## config.mk

```make
export PLATFORM = sky130hd
export DESIGN_NAME = rv_core_top
export DESIGN_NICKNAME = d
export VERILOG_FILES = /design/src/verilog/pipe_pkg.sv /design/src/verilog/isa_pkg.sv /design/src/verilog/pipe_if.sv /design/src/verilog/rv_core_top.sv /design/src/verilog/result_stage.sv /design/src/verilog/execute_stage.sv /design/src/verilog/alu.sv /design/src/verilog/decode_stage.sv /design/src/verilog/reg_file.sv
export VERILOG_INCLUDE_DIRS = /design/src /design/src/include
export SDC_FILE = /design/constraint.sdc
export NUM_CORES = 2
export LEC_CHECK = 0
export ABC_AREA = 1
export BUFFER_PORTS_ARGS = -buffer_cell sky130_fd_sc_hd__clkbuf_2
export CORE_UTILIZATION = 45
export CTS_CLUSTER_SIZE = 12
export DETAILED_ROUTE_END_ITERATION = 8
export PLACE_DENSITY_LB_ADDON = 0.08
export REMOVE_ABC_BUFFERS = 1
export SLEW_MARGIN = 20
export SYNTH_ARGS = -nofsm -noshare
export SYNTH_HDL_FRONTEND = slang
export SYNTH_HIERARCHICAL = 1
export SYNTH_SLANG_ARGS = --single-unit
```

## constraint.sdc

```tcl
create_clock -name clk -period 40.1 [get_ports clk]
set_input_delay 4.01 -clock clk [delete_from_list [all_inputs] [get_ports clk]]
set_output_delay 4.01 -clock clk [all_outputs]
set_load 0.02 [all_outputs]
```

## src/include/rv_defs.svh

```systemverilog
`ifndef RV_DEFS_SVH
`define RV_DEFS_SVH

// Architectural register count of RV32I
`define RV_NREGS 32

// Major opcodes handled by the core
`define RV_OP_OP     7'b0110011 // Register-register ALU
`define RV_OP_OP_IMM 7'b0010011 // Register-immediate ALU
`define RV_OP_LUI    7'b0110111 // Load upper immediate
`define RV_OP_AUIPC  7'b0010111 // Add upper immediate to PC
`define RV_OP_BRANCH 7'b1100011 // Conditional branches
`define RV_OP_JAL    7'b1101111 // Jump and link
`define RV_OP_JALR   7'b1100111 // Jump and link register

// Canonical NOP, addi x0,x0,0
`define RV_NOP 32'h0000_0013

`endif
```

## src/verilog/pipe_pkg.sv

```systemverilog
package pipe_pkg;

    typedef enum logic [3:0] {
        ALU_ADD,
        ALU_SUB,  // Also used for branch compares
        ALU_SLL,
        ALU_SLT,
        ALU_SLTU,
        ALU_XOR,
        ALU_SRL,
        ALU_SRA,
        ALU_OR,
        ALU_AND
    } alu_op_e;

    typedef enum logic [1:0] {
        A_RS1,  // Normal register operand
        A_PC,   // AUIPC
        A_ZERO  // LUI
    } a_sel_e;

    typedef enum logic {
        B_RS2,
        B_IMM
    } b_sel_e;

    typedef enum logic {
        WB_ALU,  // ALU result
        WB_LINK  // PC+4 for JAL and JALR
    } wb_sel_e;

    // Decoded control carried down the pipe
    typedef struct packed {
        alu_op_e    alu_op;
        a_sel_e     a_sel;
        b_sel_e     b_sel;
        wb_sel_e    wb_sel;
        logic       reg_write; // Instruction writes rd
        logic       is_branch;
        logic       is_jal;
        logic       is_jalr;
        logic [2:0] funct3;    // Branch condition select
    } ctrl_t;

endpackage

```

## src/verilog/isa_pkg.sv

```systemverilog
`include "rv_defs.svh"

package isa_pkg;

    typedef enum logic [6:0] {
        OPC_OP     = `RV_OP_OP,     // R-type arithmetic
        OPC_OP_IMM = `RV_OP_OP_IMM, // I-type arithmetic
        OPC_LUI    = `RV_OP_LUI,
        OPC_AUIPC  = `RV_OP_AUIPC,
        OPC_BRANCH = `RV_OP_BRANCH, // B-type
        OPC_JAL    = `RV_OP_JAL,    // J-type
        OPC_JALR   = `RV_OP_JALR    // I-type layout
    } opcode_e;

    typedef struct packed {
        logic [6:0] funct7;
        logic [4:0] rs2;
        logic [4:0] rs1;
        logic [2:0] funct3;
        logic [4:0] rd;
        opcode_e    opcode;
    } r_fmt_t;

    typedef struct packed {
        logic [11:0] imm; // Sign bit is imm[11]
        logic [4:0]  rs1;
        logic [2:0]  funct3;
        logic [4:0]  rd;
        opcode_e     opcode;
    } i_fmt_t;

    typedef struct packed {
        logic [6:0] imm_hi; // imm[11:5]
        logic [4:0] rs2;
        logic [4:0] rs1;
        logic [2:0] funct3;
        logic [4:0] imm_lo; // imm[4:0]
        opcode_e    opcode;
    } s_fmt_t;

    typedef struct packed {
        logic       imm12;    // Sign bit
        logic [5:0] imm10_5;
        logic [4:0] rs2;
        logic [4:0] rs1;
        logic [2:0] funct3;
        logic [3:0] imm4_1;
        logic       imm11;
        opcode_e    opcode;
    } b_fmt_t;

    typedef struct packed {
        logic [19:0] imm; // imm[31:12]
        logic [4:0]  rd;
        opcode_e     opcode;
    } u_fmt_t;

    typedef struct packed {
        logic       imm20;    // Sign bit
        logic [9:0] imm10_1;
        logic       imm11;
        logic [7:0] imm19_12;
        logic [4:0] rd;
        opcode_e    opcode;
    } j_fmt_t;

    // One instruction word seen through every format
    typedef union packed {
        r_fmt_t r; // Register fields and opcode live here
        i_fmt_t i;
        s_fmt_t s;
        b_fmt_t b;
        u_fmt_t u;
        j_fmt_t j;
    } instr_u;

endpackage

```

## src/verilog/pipe_if.sv

```systemverilog
// Decode to execute stage register contents
interface dec_ex_if;
    import pipe_pkg::*;

    logic        valid;   // Live instruction, not a bubble
    ctrl_t       ctrl;
    logic [31:0] rs1_val;
    logic [31:0] rs2_val;
    logic [31:0] imm;     // Already sign extended
    logic [31:0] pc;
    logic [4:0]  rd;

    modport dec (
        output valid, ctrl, rs1_val, rs2_val, imm, pc, rd
    );

    modport ex (
        input valid, ctrl, rs1_val, rs2_val, imm, pc, rd
    );

endinterface

// Execute to result stage register contents
interface ex_res_if;
    import pipe_pkg::*;

    logic        valid;
    logic        reg_write;  // Already qualified with valid
    wb_sel_e     wb_sel;
    logic [4:0]  rd;
    logic [31:0] alu_result;
    logic [31:0] link;       // PC+4

    modport ex (
        output valid, reg_write, wb_sel, rd, alu_result, link
    );

    modport res (
        input valid, reg_write, wb_sel, rd, alu_result, link
    );

endinterface

```

## src/verilog/rv_core_top.sv

```systemverilog
module rv_core_top (
    input  logic        clk,
    input  logic        rst,
    input  logic        stall,       // Freezes the whole pipe
    input  logic        instr_valid,
    input  logic [31:0] instr,
    input  logic [31:0] pc,          // PC of instr
    output logic        wb_valid,
    output logic [4:0]  wb_rd,
    output logic [31:0] wb_data,
    output logic        br_valid,
    output logic        br_taken,
    output logic [31:0] br_target
);

    dec_ex_if dx_bus ();
    ex_res_if xr_bus ();

    decode_stage u_dec (
        .clk         (clk),
        .rst         (rst),
        .stall       (stall),
        .instr_valid (instr_valid),
        .instr       (instr),
        .pc          (pc),
        .wb_valid    (wb_valid),    // Write-back loops to the register file
        .wb_rd       (wb_rd),
        .wb_data     (wb_data),
        .dx          (dx_bus.dec)
    );

    execute_stage u_ex (
        .clk       (clk),
        .rst       (rst),
        .stall     (stall),
        .dx        (dx_bus.ex),
        .xr        (xr_bus.ex),
        .br_valid  (br_valid),
        .br_taken  (br_taken),
        .br_target (br_target)
    );

    result_stage u_res (
        .clk      (clk),
        .rst      (rst),
        .stall    (stall),
        .xr       (xr_bus.res),
        .wb_valid (wb_valid),
        .wb_rd    (wb_rd),
        .wb_data  (wb_data)
    );

endmodule

```

## src/verilog/result_stage.sv

```systemverilog
module result_stage (
    input  logic        clk,
    input  logic        rst,
    input  logic        stall,
    ex_res_if.res       xr,
    output logic        wb_valid,   // Also the register file write enable
    output logic [4:0]  wb_rd,
    output logic [31:0] wb_data
);
    import pipe_pkg::*;

    logic [31:0] wb_val;
    logic        wb_valid_q;

    assign wb_val = (xr.wb_sel == WB_LINK) ? xr.link : xr.alu_result;

    always_ff @(posedge clk or posedge rst)
    begin
        if (rst)
        begin
            wb_valid_q <= 1'b0;
            wb_rd      <= 5'd0;
            wb_data    <= 32'd0;
        end
        else if (!stall)
        begin
            wb_valid_q <= xr.valid && xr.reg_write && (xr.rd != 5'd0); // Drop x0 writes
            wb_rd      <= xr.rd;
            wb_data    <= wb_val;
        end
    end

    // Pending write commits at the first edge without stall
    assign wb_valid = wb_valid_q && !stall;

endmodule

```

## src/verilog/execute_stage.sv

```systemverilog
module execute_stage (
    input  logic        clk,
    input  logic        rst,
    input  logic        stall,
    dec_ex_if.ex        dx,
    ex_res_if.ex        xr,
    output logic        br_valid,   // One pulse per branch or jump
    output logic        br_taken,
    output logic [31:0] br_target
);
    import pipe_pkg::*;

    logic [31:0] op_a;
    logic [31:0] op_b;
    logic [31:0] alu_y;
    logic [31:0] target;
    logic [31:0] link;
    alu_op_e     op;
    logic        eq;
    logic        lt;
    logic        ltu;
    logic        cond;        // Branch condition met
    logic        taken;
    logic        is_ctl;      // Any control transfer
    logic        br_valid_q;

    // Operand A, branches always compare rs1
    always_comb
    begin
        if (dx.ctrl.is_branch)
            op_a = dx.rs1_val;
        else
        begin
            case (dx.ctrl.a_sel)
                A_PC:    op_a = dx.pc;
                A_ZERO:  op_a = 32'd0;
                default: op_a = dx.rs1_val;
            endcase
        end
    end

    assign op_b = (dx.ctrl.b_sel == B_IMM && !dx.ctrl.is_branch) ? dx.imm : dx.rs2_val;
    assign op   = dx.ctrl.is_branch ? ALU_SUB : dx.ctrl.alu_op;

    alu u_alu (
        .op  (op),
        .a   (op_a),
        .b   (op_b),
        .y   (alu_y),
        .eq  (eq),
        .lt  (lt),
        .ltu (ltu)
    );

    always_comb
    begin
        case (dx.ctrl.funct3)
            3'b000:  cond = eq;     // BEQ
            3'b001:  cond = !eq;    // BNE
            3'b100:  cond = lt;     // BLT
            3'b101:  cond = !lt;    // BGE
            3'b110:  cond = ltu;    // BLTU
            3'b111:  cond = !ltu;   // BGEU
            default: cond = 1'b0;
        endcase
    end

    // JALR target comes from the ALU sum with bit 0 cleared
    assign target = dx.ctrl.is_jalr ? {alu_y[31:1], 1'b0} : dx.pc + dx.imm;
    assign link   = dx.pc + 32'd4;
    assign taken  = dx.ctrl.is_jal || dx.ctrl.is_jalr || (dx.ctrl.is_branch && cond);
    assign is_ctl = dx.ctrl.is_branch || dx.ctrl.is_jal || dx.ctrl.is_jalr;

    // Execute/result register and branch outputs
    always_ff @(posedge clk or posedge rst)
    begin
        if (rst)
        begin
            xr.valid      <= 1'b0;
            xr.reg_write  <= 1'b0;
            xr.wb_sel     <= WB_ALU;
            xr.rd         <= 5'd0;
            xr.alu_result <= 32'd0;
            xr.link       <= 32'd0;
            br_valid_q    <= 1'b0;
            br_taken      <= 1'b0;
            br_target     <= 32'd0;
        end
        else if (!stall)
        begin
            xr.valid      <= dx.valid;
            xr.reg_write  <= dx.valid && dx.ctrl.reg_write;
            xr.wb_sel     <= dx.ctrl.wb_sel;
            xr.rd         <= dx.rd;
            xr.alu_result <= alu_y;
            xr.link       <= link;
            br_valid_q    <= dx.valid && is_ctl;
            br_taken      <= taken;
            br_target     <= target;
        end
    end

    assign br_valid = br_valid_q && !stall; // Held entry shows once stall drops

endmodule

```

## src/verilog/alu.sv

```systemverilog
module alu (
    input  pipe_pkg::alu_op_e op,
    input  logic [31:0]       a,
    input  logic [31:0]       b,
    output logic [31:0]       y,
    output logic              eq,   // a == b
    output logic              lt,   // Signed a < b
    output logic              ltu   // Unsigned a < b
);
    import pipe_pkg::*;

    logic [4:0] shamt;

    assign shamt = b[4:0];           // Only low five bits shift

    // Flags independent of op, branch logic relies on this
    assign eq  = (a == b);
    assign lt  = ($signed(a) < $signed(b));
    assign ltu = (a < b);

    always_comb
    begin
        case (op)
            ALU_ADD:  y = a + b;
            ALU_SUB:  y = a - b;
            ALU_SLL:  y = a << shamt;
            ALU_SLT:  y = {31'd0, lt};
            ALU_SLTU: y = {31'd0, ltu};
            ALU_XOR:  y = a ^ b;
            ALU_SRL:  y = a >> shamt;
            ALU_SRA:  y = $unsigned($signed(a) >>> shamt); // Arithmetic shift keeps sign
            ALU_OR:   y = a | b;
            ALU_AND:  y = a & b;
            default:  y = 32'd0;
        endcase
    end

endmodule

```

## src/verilog/decode_stage.sv

```systemverilog
`include "rv_defs.svh"

module decode_stage (
    input  logic            clk,
    input  logic            rst,
    input  logic            stall,
    input  logic            instr_valid,
    input  isa_pkg::instr_u instr,
    input  logic [31:0]     pc,
    input  logic            wb_valid,    // Write-back from result stage
    input  logic [4:0]      wb_rd,
    input  logic [31:0]     wb_data,
    dec_ex_if.dec           dx
);
    import isa_pkg::*;
    import pipe_pkg::*;

    logic [31:0] rs1_val;
    logic [31:0] rs2_val;
    logic [31:0] imm;
    logic [31:0] imm_i;
    logic [31:0] imm_b;
    logic [31:0] imm_u;
    logic [31:0] imm_j;
    ctrl_t       ctrl;
    logic        known;      // Opcode and funct3 recognized

    // Funct3 to ALU op, sub_ok false for immediates where bit 30 is part of imm
    function automatic alu_op_e alu_decode(input logic [2:0] f3, input logic alt,
                                           input logic sub_ok);
        case (f3)
            3'b000:  return (alt && sub_ok) ? ALU_SUB : ALU_ADD;
            3'b001:  return ALU_SLL;
            3'b010:  return ALU_SLT;
            3'b011:  return ALU_SLTU;
            3'b100:  return ALU_XOR;
            3'b101:  return alt ? ALU_SRA : ALU_SRL; // SRAI also uses bit 30
            3'b110:  return ALU_OR;
            default: return ALU_AND;
        endcase
    endfunction

    reg_file u_rf (
        .clk    (clk),
        .rst    (rst),
        .we     (wb_valid),
        .waddr  (wb_rd),
        .wdata  (wb_data),
        .raddr1 (instr.r.rs1),
        .raddr2 (instr.r.rs2),
        .rdata1 (rs1_val),
        .rdata2 (rs2_val)
    );

    // Immediates from each format view
    assign imm_i = {{20{instr.i.imm[11]}}, instr.i.imm};
    assign imm_b = {{19{instr.b.imm12}}, instr.b.imm12, instr.b.imm11,
                    instr.b.imm10_5, instr.b.imm4_1, 1'b0};
    assign imm_u = {instr.u.imm, 12'd0};
    assign imm_j = {{11{instr.j.imm20}}, instr.j.imm20, instr.j.imm19_12,
                    instr.j.imm11, instr.j.imm10_1, 1'b0};

    always_comb
    begin
        ctrl           = '0;
        ctrl.alu_op    = ALU_ADD;
        ctrl.a_sel     = A_RS1;
        ctrl.b_sel     = B_RS2;
        ctrl.wb_sel    = WB_ALU;
        ctrl.funct3    = instr.r.funct3;
        imm            = 32'd0;
        known          = 1'b1;
        case (instr.r.opcode)
            OPC_OP:
            begin
                ctrl.alu_op    = alu_decode(instr.r.funct3, instr.r.funct7[5], 1'b1);
                ctrl.reg_write = 1'b1;
            end
            OPC_OP_IMM:
            begin
                ctrl.alu_op    = alu_decode(instr.r.funct3, instr.r.funct7[5], 1'b0);
                ctrl.b_sel     = B_IMM;
                ctrl.reg_write = 1'b1;
                imm            = imm_i;
            end
            OPC_LUI:
            begin
                ctrl.a_sel     = A_ZERO;  // 0 + imm
                ctrl.b_sel     = B_IMM;
                ctrl.reg_write = 1'b1;
                imm            = imm_u;
            end
            OPC_AUIPC:
            begin
                ctrl.a_sel     = A_PC;    // PC + imm
                ctrl.b_sel     = B_IMM;
                ctrl.reg_write = 1'b1;
                imm            = imm_u;
            end
            OPC_BRANCH:
            begin
                ctrl.alu_op    = ALU_SUB;
                ctrl.is_branch = 1'b1;
                imm            = imm_b;
                known          = (instr.r.funct3[2:1] != 2'b01); // 010 and 011 are reserved
            end
            OPC_JAL:
            begin
                ctrl.is_jal    = 1'b1;
                ctrl.wb_sel    = WB_LINK;
                ctrl.reg_write = 1'b1;
                imm            = imm_j;
            end
            OPC_JALR:
            begin
                ctrl.is_jalr   = 1'b1;
                ctrl.b_sel     = B_IMM;   // ALU forms rs1 + imm for the target
                ctrl.wb_sel    = WB_LINK;
                ctrl.reg_write = 1'b1;
                imm            = imm_i;
            end
            default:
            begin
                known = 1'b0;             // Unsupported opcode becomes a bubble
            end
        endcase
    end

    // Decode/execute register
    always_ff @(posedge clk or posedge rst)
    begin
        if (rst)
        begin
            dx.valid   <= 1'b0;
            dx.ctrl    <= '0;
            dx.rs1_val <= 32'd0;
            dx.rs2_val <= 32'd0;
            dx.imm     <= 32'd0;
            dx.pc      <= 32'd0;
            dx.rd      <= 5'd0;
        end
        else if (!stall)
        begin
            dx.valid   <= instr_valid && known && (instr != `RV_NOP); // NOP has no effect
            dx.ctrl    <= ctrl;
            dx.rs1_val <= rs1_val;
            dx.rs2_val <= rs2_val;
            dx.imm     <= imm;
            dx.pc      <= pc;
            dx.rd      <= instr.r.rd;
        end
    end

endmodule

```

## src/verilog/reg_file.sv

```systemverilog
`include "rv_defs.svh"

module reg_file (
    input  logic        clk,
    input  logic        rst,
    input  logic        we,     // Write enable, already stall qualified
    input  logic [4:0]  waddr,
    input  logic [31:0] wdata,
    input  logic [4:0]  raddr1,
    input  logic [4:0]  raddr2,
    output logic [31:0] rdata1,
    output logic [31:0] rdata2
);

    logic [31:0] regs [`RV_NREGS];

    // Read with write-through so a same-edge write is seen
    function automatic logic [31:0] read_port(input logic [4:0] addr);
        if (addr == 5'd0)
            return 32'd0;                 // x0 is hardwired
        else if (we && (addr == waddr))
            return wdata;                 // Bypass the pending write
        else
            return regs[addr];
    endfunction

    always_ff @(posedge clk or posedge rst)
    begin
        if (rst)
        begin
            for (int i = 0; i < `RV_NREGS; i++)
                regs[i] <= 32'd0;
        end
        else if (we && (waddr != 5'd0))   // x0 ignores writes
        begin
            regs[waddr] <= wdata;
        end
    end

    always_comb
    begin
        rdata1 = read_port(raddr1);
        rdata2 = read_port(raddr2);
    end

endmodule

```

* Word-level counts from Yosys, hierarchy flattened *
Cells that the tools add are included.

storage, ports and cells
  logic and storage cells = 182
  output and inout port bits = 72
  flip-flop bits (word level) = 1,317
  bits of input ports = 68

operators by class
  reductions and logical operators = 35
  equal/unequal tests = 34
  multiplexer cells = 35
  add/sub/neg operators = 4
  bitwise gates (word level) = 6
  $lt $le $gt $ge = 6
  shift operators = 3

operator list
  kind                     count
  $bwmux W1024             1
  $mux W32                 13
  $bmux W32 S5             2
  $pmux W32 S10            1
  $demux W32 S5            1
  $pmux W32 S4             1
  $add A32 B32 Y32         2
  $lt A32 B32 Y1           2
  $pmux W32 S2             1
  $pmux W4 S7              2
  $add A32 B3 Y32 const B  1
  $and A32 B32 Y32         1
  $eq A32 B32 Y1           1
  $ne A32 B5 Y1 const B    1
  $or A32 B32 Y32          1
  $shl A32 B5 Y32          1
  $shr A32 B5 Y32          1
  $sshr A32 B5 Y32         1
  $sub A32 B32 Y32         1
  $xor A32 B32 Y32         1
  $eq A3 B3 Y1 const B     7
  $eq A7 B7 Y1 const B     3
  $ge A6 B6 Y1 const B     3
  $not A5 Y6               3
  other kinds (29)         71

* Logic depth before layout (Yosys ltp) *
  depth after elaboration = 8
  depth in mapped cells = 28
  mapped depth without buffers = 25

* By module *
The synthesis kept the hierarchy.

by module, submodules not included
  module         cells an instance  area an instance (µm²)  times used  sequential area each (µm²)
  reg_file       8,792              59,507.1                1           25,624.6
  alu            2,066              10,073.4                1           0.0
  execute_stage  1,288              8,260.4                 1           2,652.5
  decode_stage   782                6,347.3                 1           3,728.6
  result_stage   210                1,773.0                 1           950.9

* Least setup slack after synthesis *
Ideal clock, no wire load.

  kind = input to output
  start point = input stall
  end point = output wb_valid
  data arrival time = 4.712 ns
  setup slack = 31.378 ns
  data required time = 36.090 ns
  path buffers = 2
  stages = 3
  path through = buf_6 buf_2 nor2_1

on the way
  word-level cells in the longest chain between the ends = 2

ends and longest elaborated chain
  what                 line                RTL
  start: declaration   rv_core_top.sv:4    input logic stall,
  $logic_not A1 Y1     n/a
  $logic_and A1 B1 Y1  result_stage.sv:34  assign wb_valid = wb_valid_q && !stall;
  end: declaration     rv_core_top.sv:8    output logic wb_valid,

Every way passes these cells.

* Worst setup path in the final report *
Same ends and word-level chain as after synthesis.

==> reports/qor.txt <==
Syn Std Cell Area = 85960 µm²
via count = 90330
syn avg cell area = 6.543 µm²
final setup vio count = 0
Detailed Route WL = 402100 µm
PwrDens = 41.43 nW/µm²
cts repair resizes = 0
minimum clock period = 9.272 ns
DR iter-0 viols = 12604
R2R depth = 21
maximum operating frequency = 107.9 MHz
die area = 192800 µm²
most frequent cells in the layout = nand2_1, nand3_1, inv_1
Post-DP HPWL = 252900 µm
drt wl/cell = 26.25 µm
number of global-route vias before repair = 82416
area of the multi-input gates = 43950 µm²
Area Overhead vs Synth = 8.219%
CTS max path bufs = 3
Top-Level Pins = 140
Syn. warnings = 6
max-slew violations = 0
critical path data arrival time = 5.26 ns
num rows = 160
CTS tree = yes
layout cell share with drive strength beyond 1 = 6.411%
RSZ-0062 raised after global routing = false
register area share after synthesis = 38.34%
number of I/O port buffers = 139
pin count of the biggest net entering global routing = 193
GRT Util Overall = 40.87%
CTS clk-pin slew, worst paths = 0.05 ns
hold_ws = 0.3757 ns
CTS Sinks = 1317
fin crit share = 23.12%
hold path depth = 0
Die Span Y = 439.1 µm
Max Cap Viol = 0
synthesized netlist cell count = 13138
critical path endpoint category = primary output
Pwr Total = 0.003854 W
Root Buffer Master = clkbuf_16
DR vias/cell = 5.897
hold buffer count at cts = 0
First-pass DRT Iterations = 7
Initial Util = 45.25%
CP Max Fanout = 52
GRT overflow = 0
top_reg_cell synth = dfrtp_1
Fillers = 19478
Skew-Pair Late Insertion Delay = 0.83 ns
post-route cell area = 93030 µm²
R2R Setup Slk = 33.80 ns
final setup TNS = 0 ns
Distinct cells, synth = 66
Max VDD drop = 0.04302 mV
status = finished clean
Post-synth EDFFs = 0
crit path kind = input pin to primary output
register area = 32960 µm²
DP Area = 87600 µm²
Setup crit start kind = input pin
Hold WC Path Type = flop to flop
postcts setup bufs = 0
H-tree Lvls = 4
# DRC = 0
initial antenna violation count = 16
Leak = 46.76 nW
Antenna Nets Post-Route = 0
sink of the worst hold path = u_dec/u_rf/regs[1020]
post-synthesis register bit count = 1317
Crit path required time = 36.09 ns
Least-Margin Pin Slew = 1.229 ns
core area = 190000 µm²
R2R Path End = u_ex/br_target[12]
Crit. Startpoint = stall
Synth async-reset ratio = 100.0%
Min-Delay Startpoint = u_dec/u_rf/regs[1020]
Final #Nets = 12886
Clock Skew = 0.03921 ns
reg2reg start = u_dec/dx.ctrl[5]
Die Wd = 439.1 µm
first-pass GRT wire length = 579200 µm
final hold vios = 0
Max transition margin = 17.64%
CTS Buf Count = 158
RePlAce Congestion = 1.031
most common cell after layout, fill and taps aside = nand2_1
[through the flow]
step	setup WS, ns	cells	utilization [%]
after global placement	30.74	15033	46.11
after detailed placement	30.68	15033	46.11
after floorplan	7.274	12207	-
after global routing	30.85	15318	48.96
after CTS	30.80	15317	48.95
final	30.83	15319	48.97
[per-layer routing]
layer | share of wire, % | track usage, %
met5 | 0.0057 | 0
met2 | 43 | 60.92
met1 | 41 | 56.24
met3 | 10 | 7.651
met4 | 6.0 | 21.27
[area by class of cell]
cell class,count,share of cell area (%)
inverter,1410,5.777
sequential,1317,35.43
clock buffer,233,5.098
antenna,1,0.002690
tap,2511,3.377
multi-input combinational,9480,47.25
timing repair buffer,316,2.374
clock inverter,51,0.6954
[worst max-delay path: stages]
cell	delay [ns]
buf_8	0.19
nor2_1	0.72
clkbuf_2	0.30
[worst max path at each step]
stage | to | slack (ns)
floorplan | u_dec/u_rf/regs[0] | 7.27
global placement | u_dec/u_rf/regs[292] | 30.74
detailed placement | u_dec/u_rf/regs[143] | 30.68
CTS | wb_valid | 30.80
global route | wb_valid | 30.85
finish | wb_valid | 30.83
[state kept, by name, summed over array words and instances (netlist names)]
| signal | flops |
|---|---|
| u_dec/dx.ctrl | 15 |
| u_dec/dx.imm | 32 |
| u_dec/dx.pc | 32 |
| u_dec/dx.rd | 5 |
| u_dec/dx.rs1_val | 32 |
| u_dec/dx.rs2_val | 32 |
| u_dec/dx.valid | 1 |
| u_dec/u_rf/regs | 1024 |
| u_ex/br_taken | 1 |
| u_ex/br_target | 32 |
| u_ex/br_valid_q | 1 |
| u_ex/xr.alu_result | 32 |
| u_ex/xr.link | 32 |
| u_ex/xr.rd | 5 |
| u_ex/xr.reg_write | 1 |
| u_ex/xr.valid | 1 |
| u_ex/xr.wb_sel | 1 |
| u_res/wb_data | 32 |
| u_res/wb_rd | 5 |
| u_res/wb_valid_q | 1 |
[logic make-up (layout without fill, tap and decap cells)]
kind of cell               count (synthesis)  in the layout  synth area share (%)
AOI/OAI and AO/OA                       2023           2023                 12.70
xor gates and xnor gates                  31             31                0.3159
other                                      0              1                     0
muxes                                     34             34                0.4425
adders and majority gates                135            135                 1.991
DFF                                     1317           1317                 38.34
buffers and inverters                   2341           2010                 10.78
and+or+nand+nor                         7257           7257                 35.42
[power breakdown]
part           switching, W  internal (W)  total, W
registers         0.0000579       0.00137   0.00143
clock network      0.000616      0.000884   0.00150
logic              0.000710      0.000213  0.000923
total               0.00138       0.00247   0.00385
[cells in the mapped netlist (12+ instances only)]
cell type,instances,area share (%)
xor2_1,28,0.29
nor2_1,608,2.7
buf_4,16,0.14
and2_1,12,0.087
buf_6,13,0.17
nand3_1,1838,11
nand4_1,39,0.28
nand2_2,43,0.31
buf_2,226,1.3
or2_2,53,0.39
inv_1,1374,6.0
dfrtp_1,1317,38
o211ai_1,253,2.2
nor3_1,39,0.23
nand3_2,15,0.17
o21ai_0,1311,7.6
inv_2,21,0.092
buf_1,77,0.34
nand2_1,4544,20
a21oi_1,315,1.8
o21ai_1,71,0.41
ha_1,132,1.9
mux2_2,32,0.42
clkbuf_1,591,2.6
o22ai_1,28,0.20
Power figures use the tool's default switching activity.
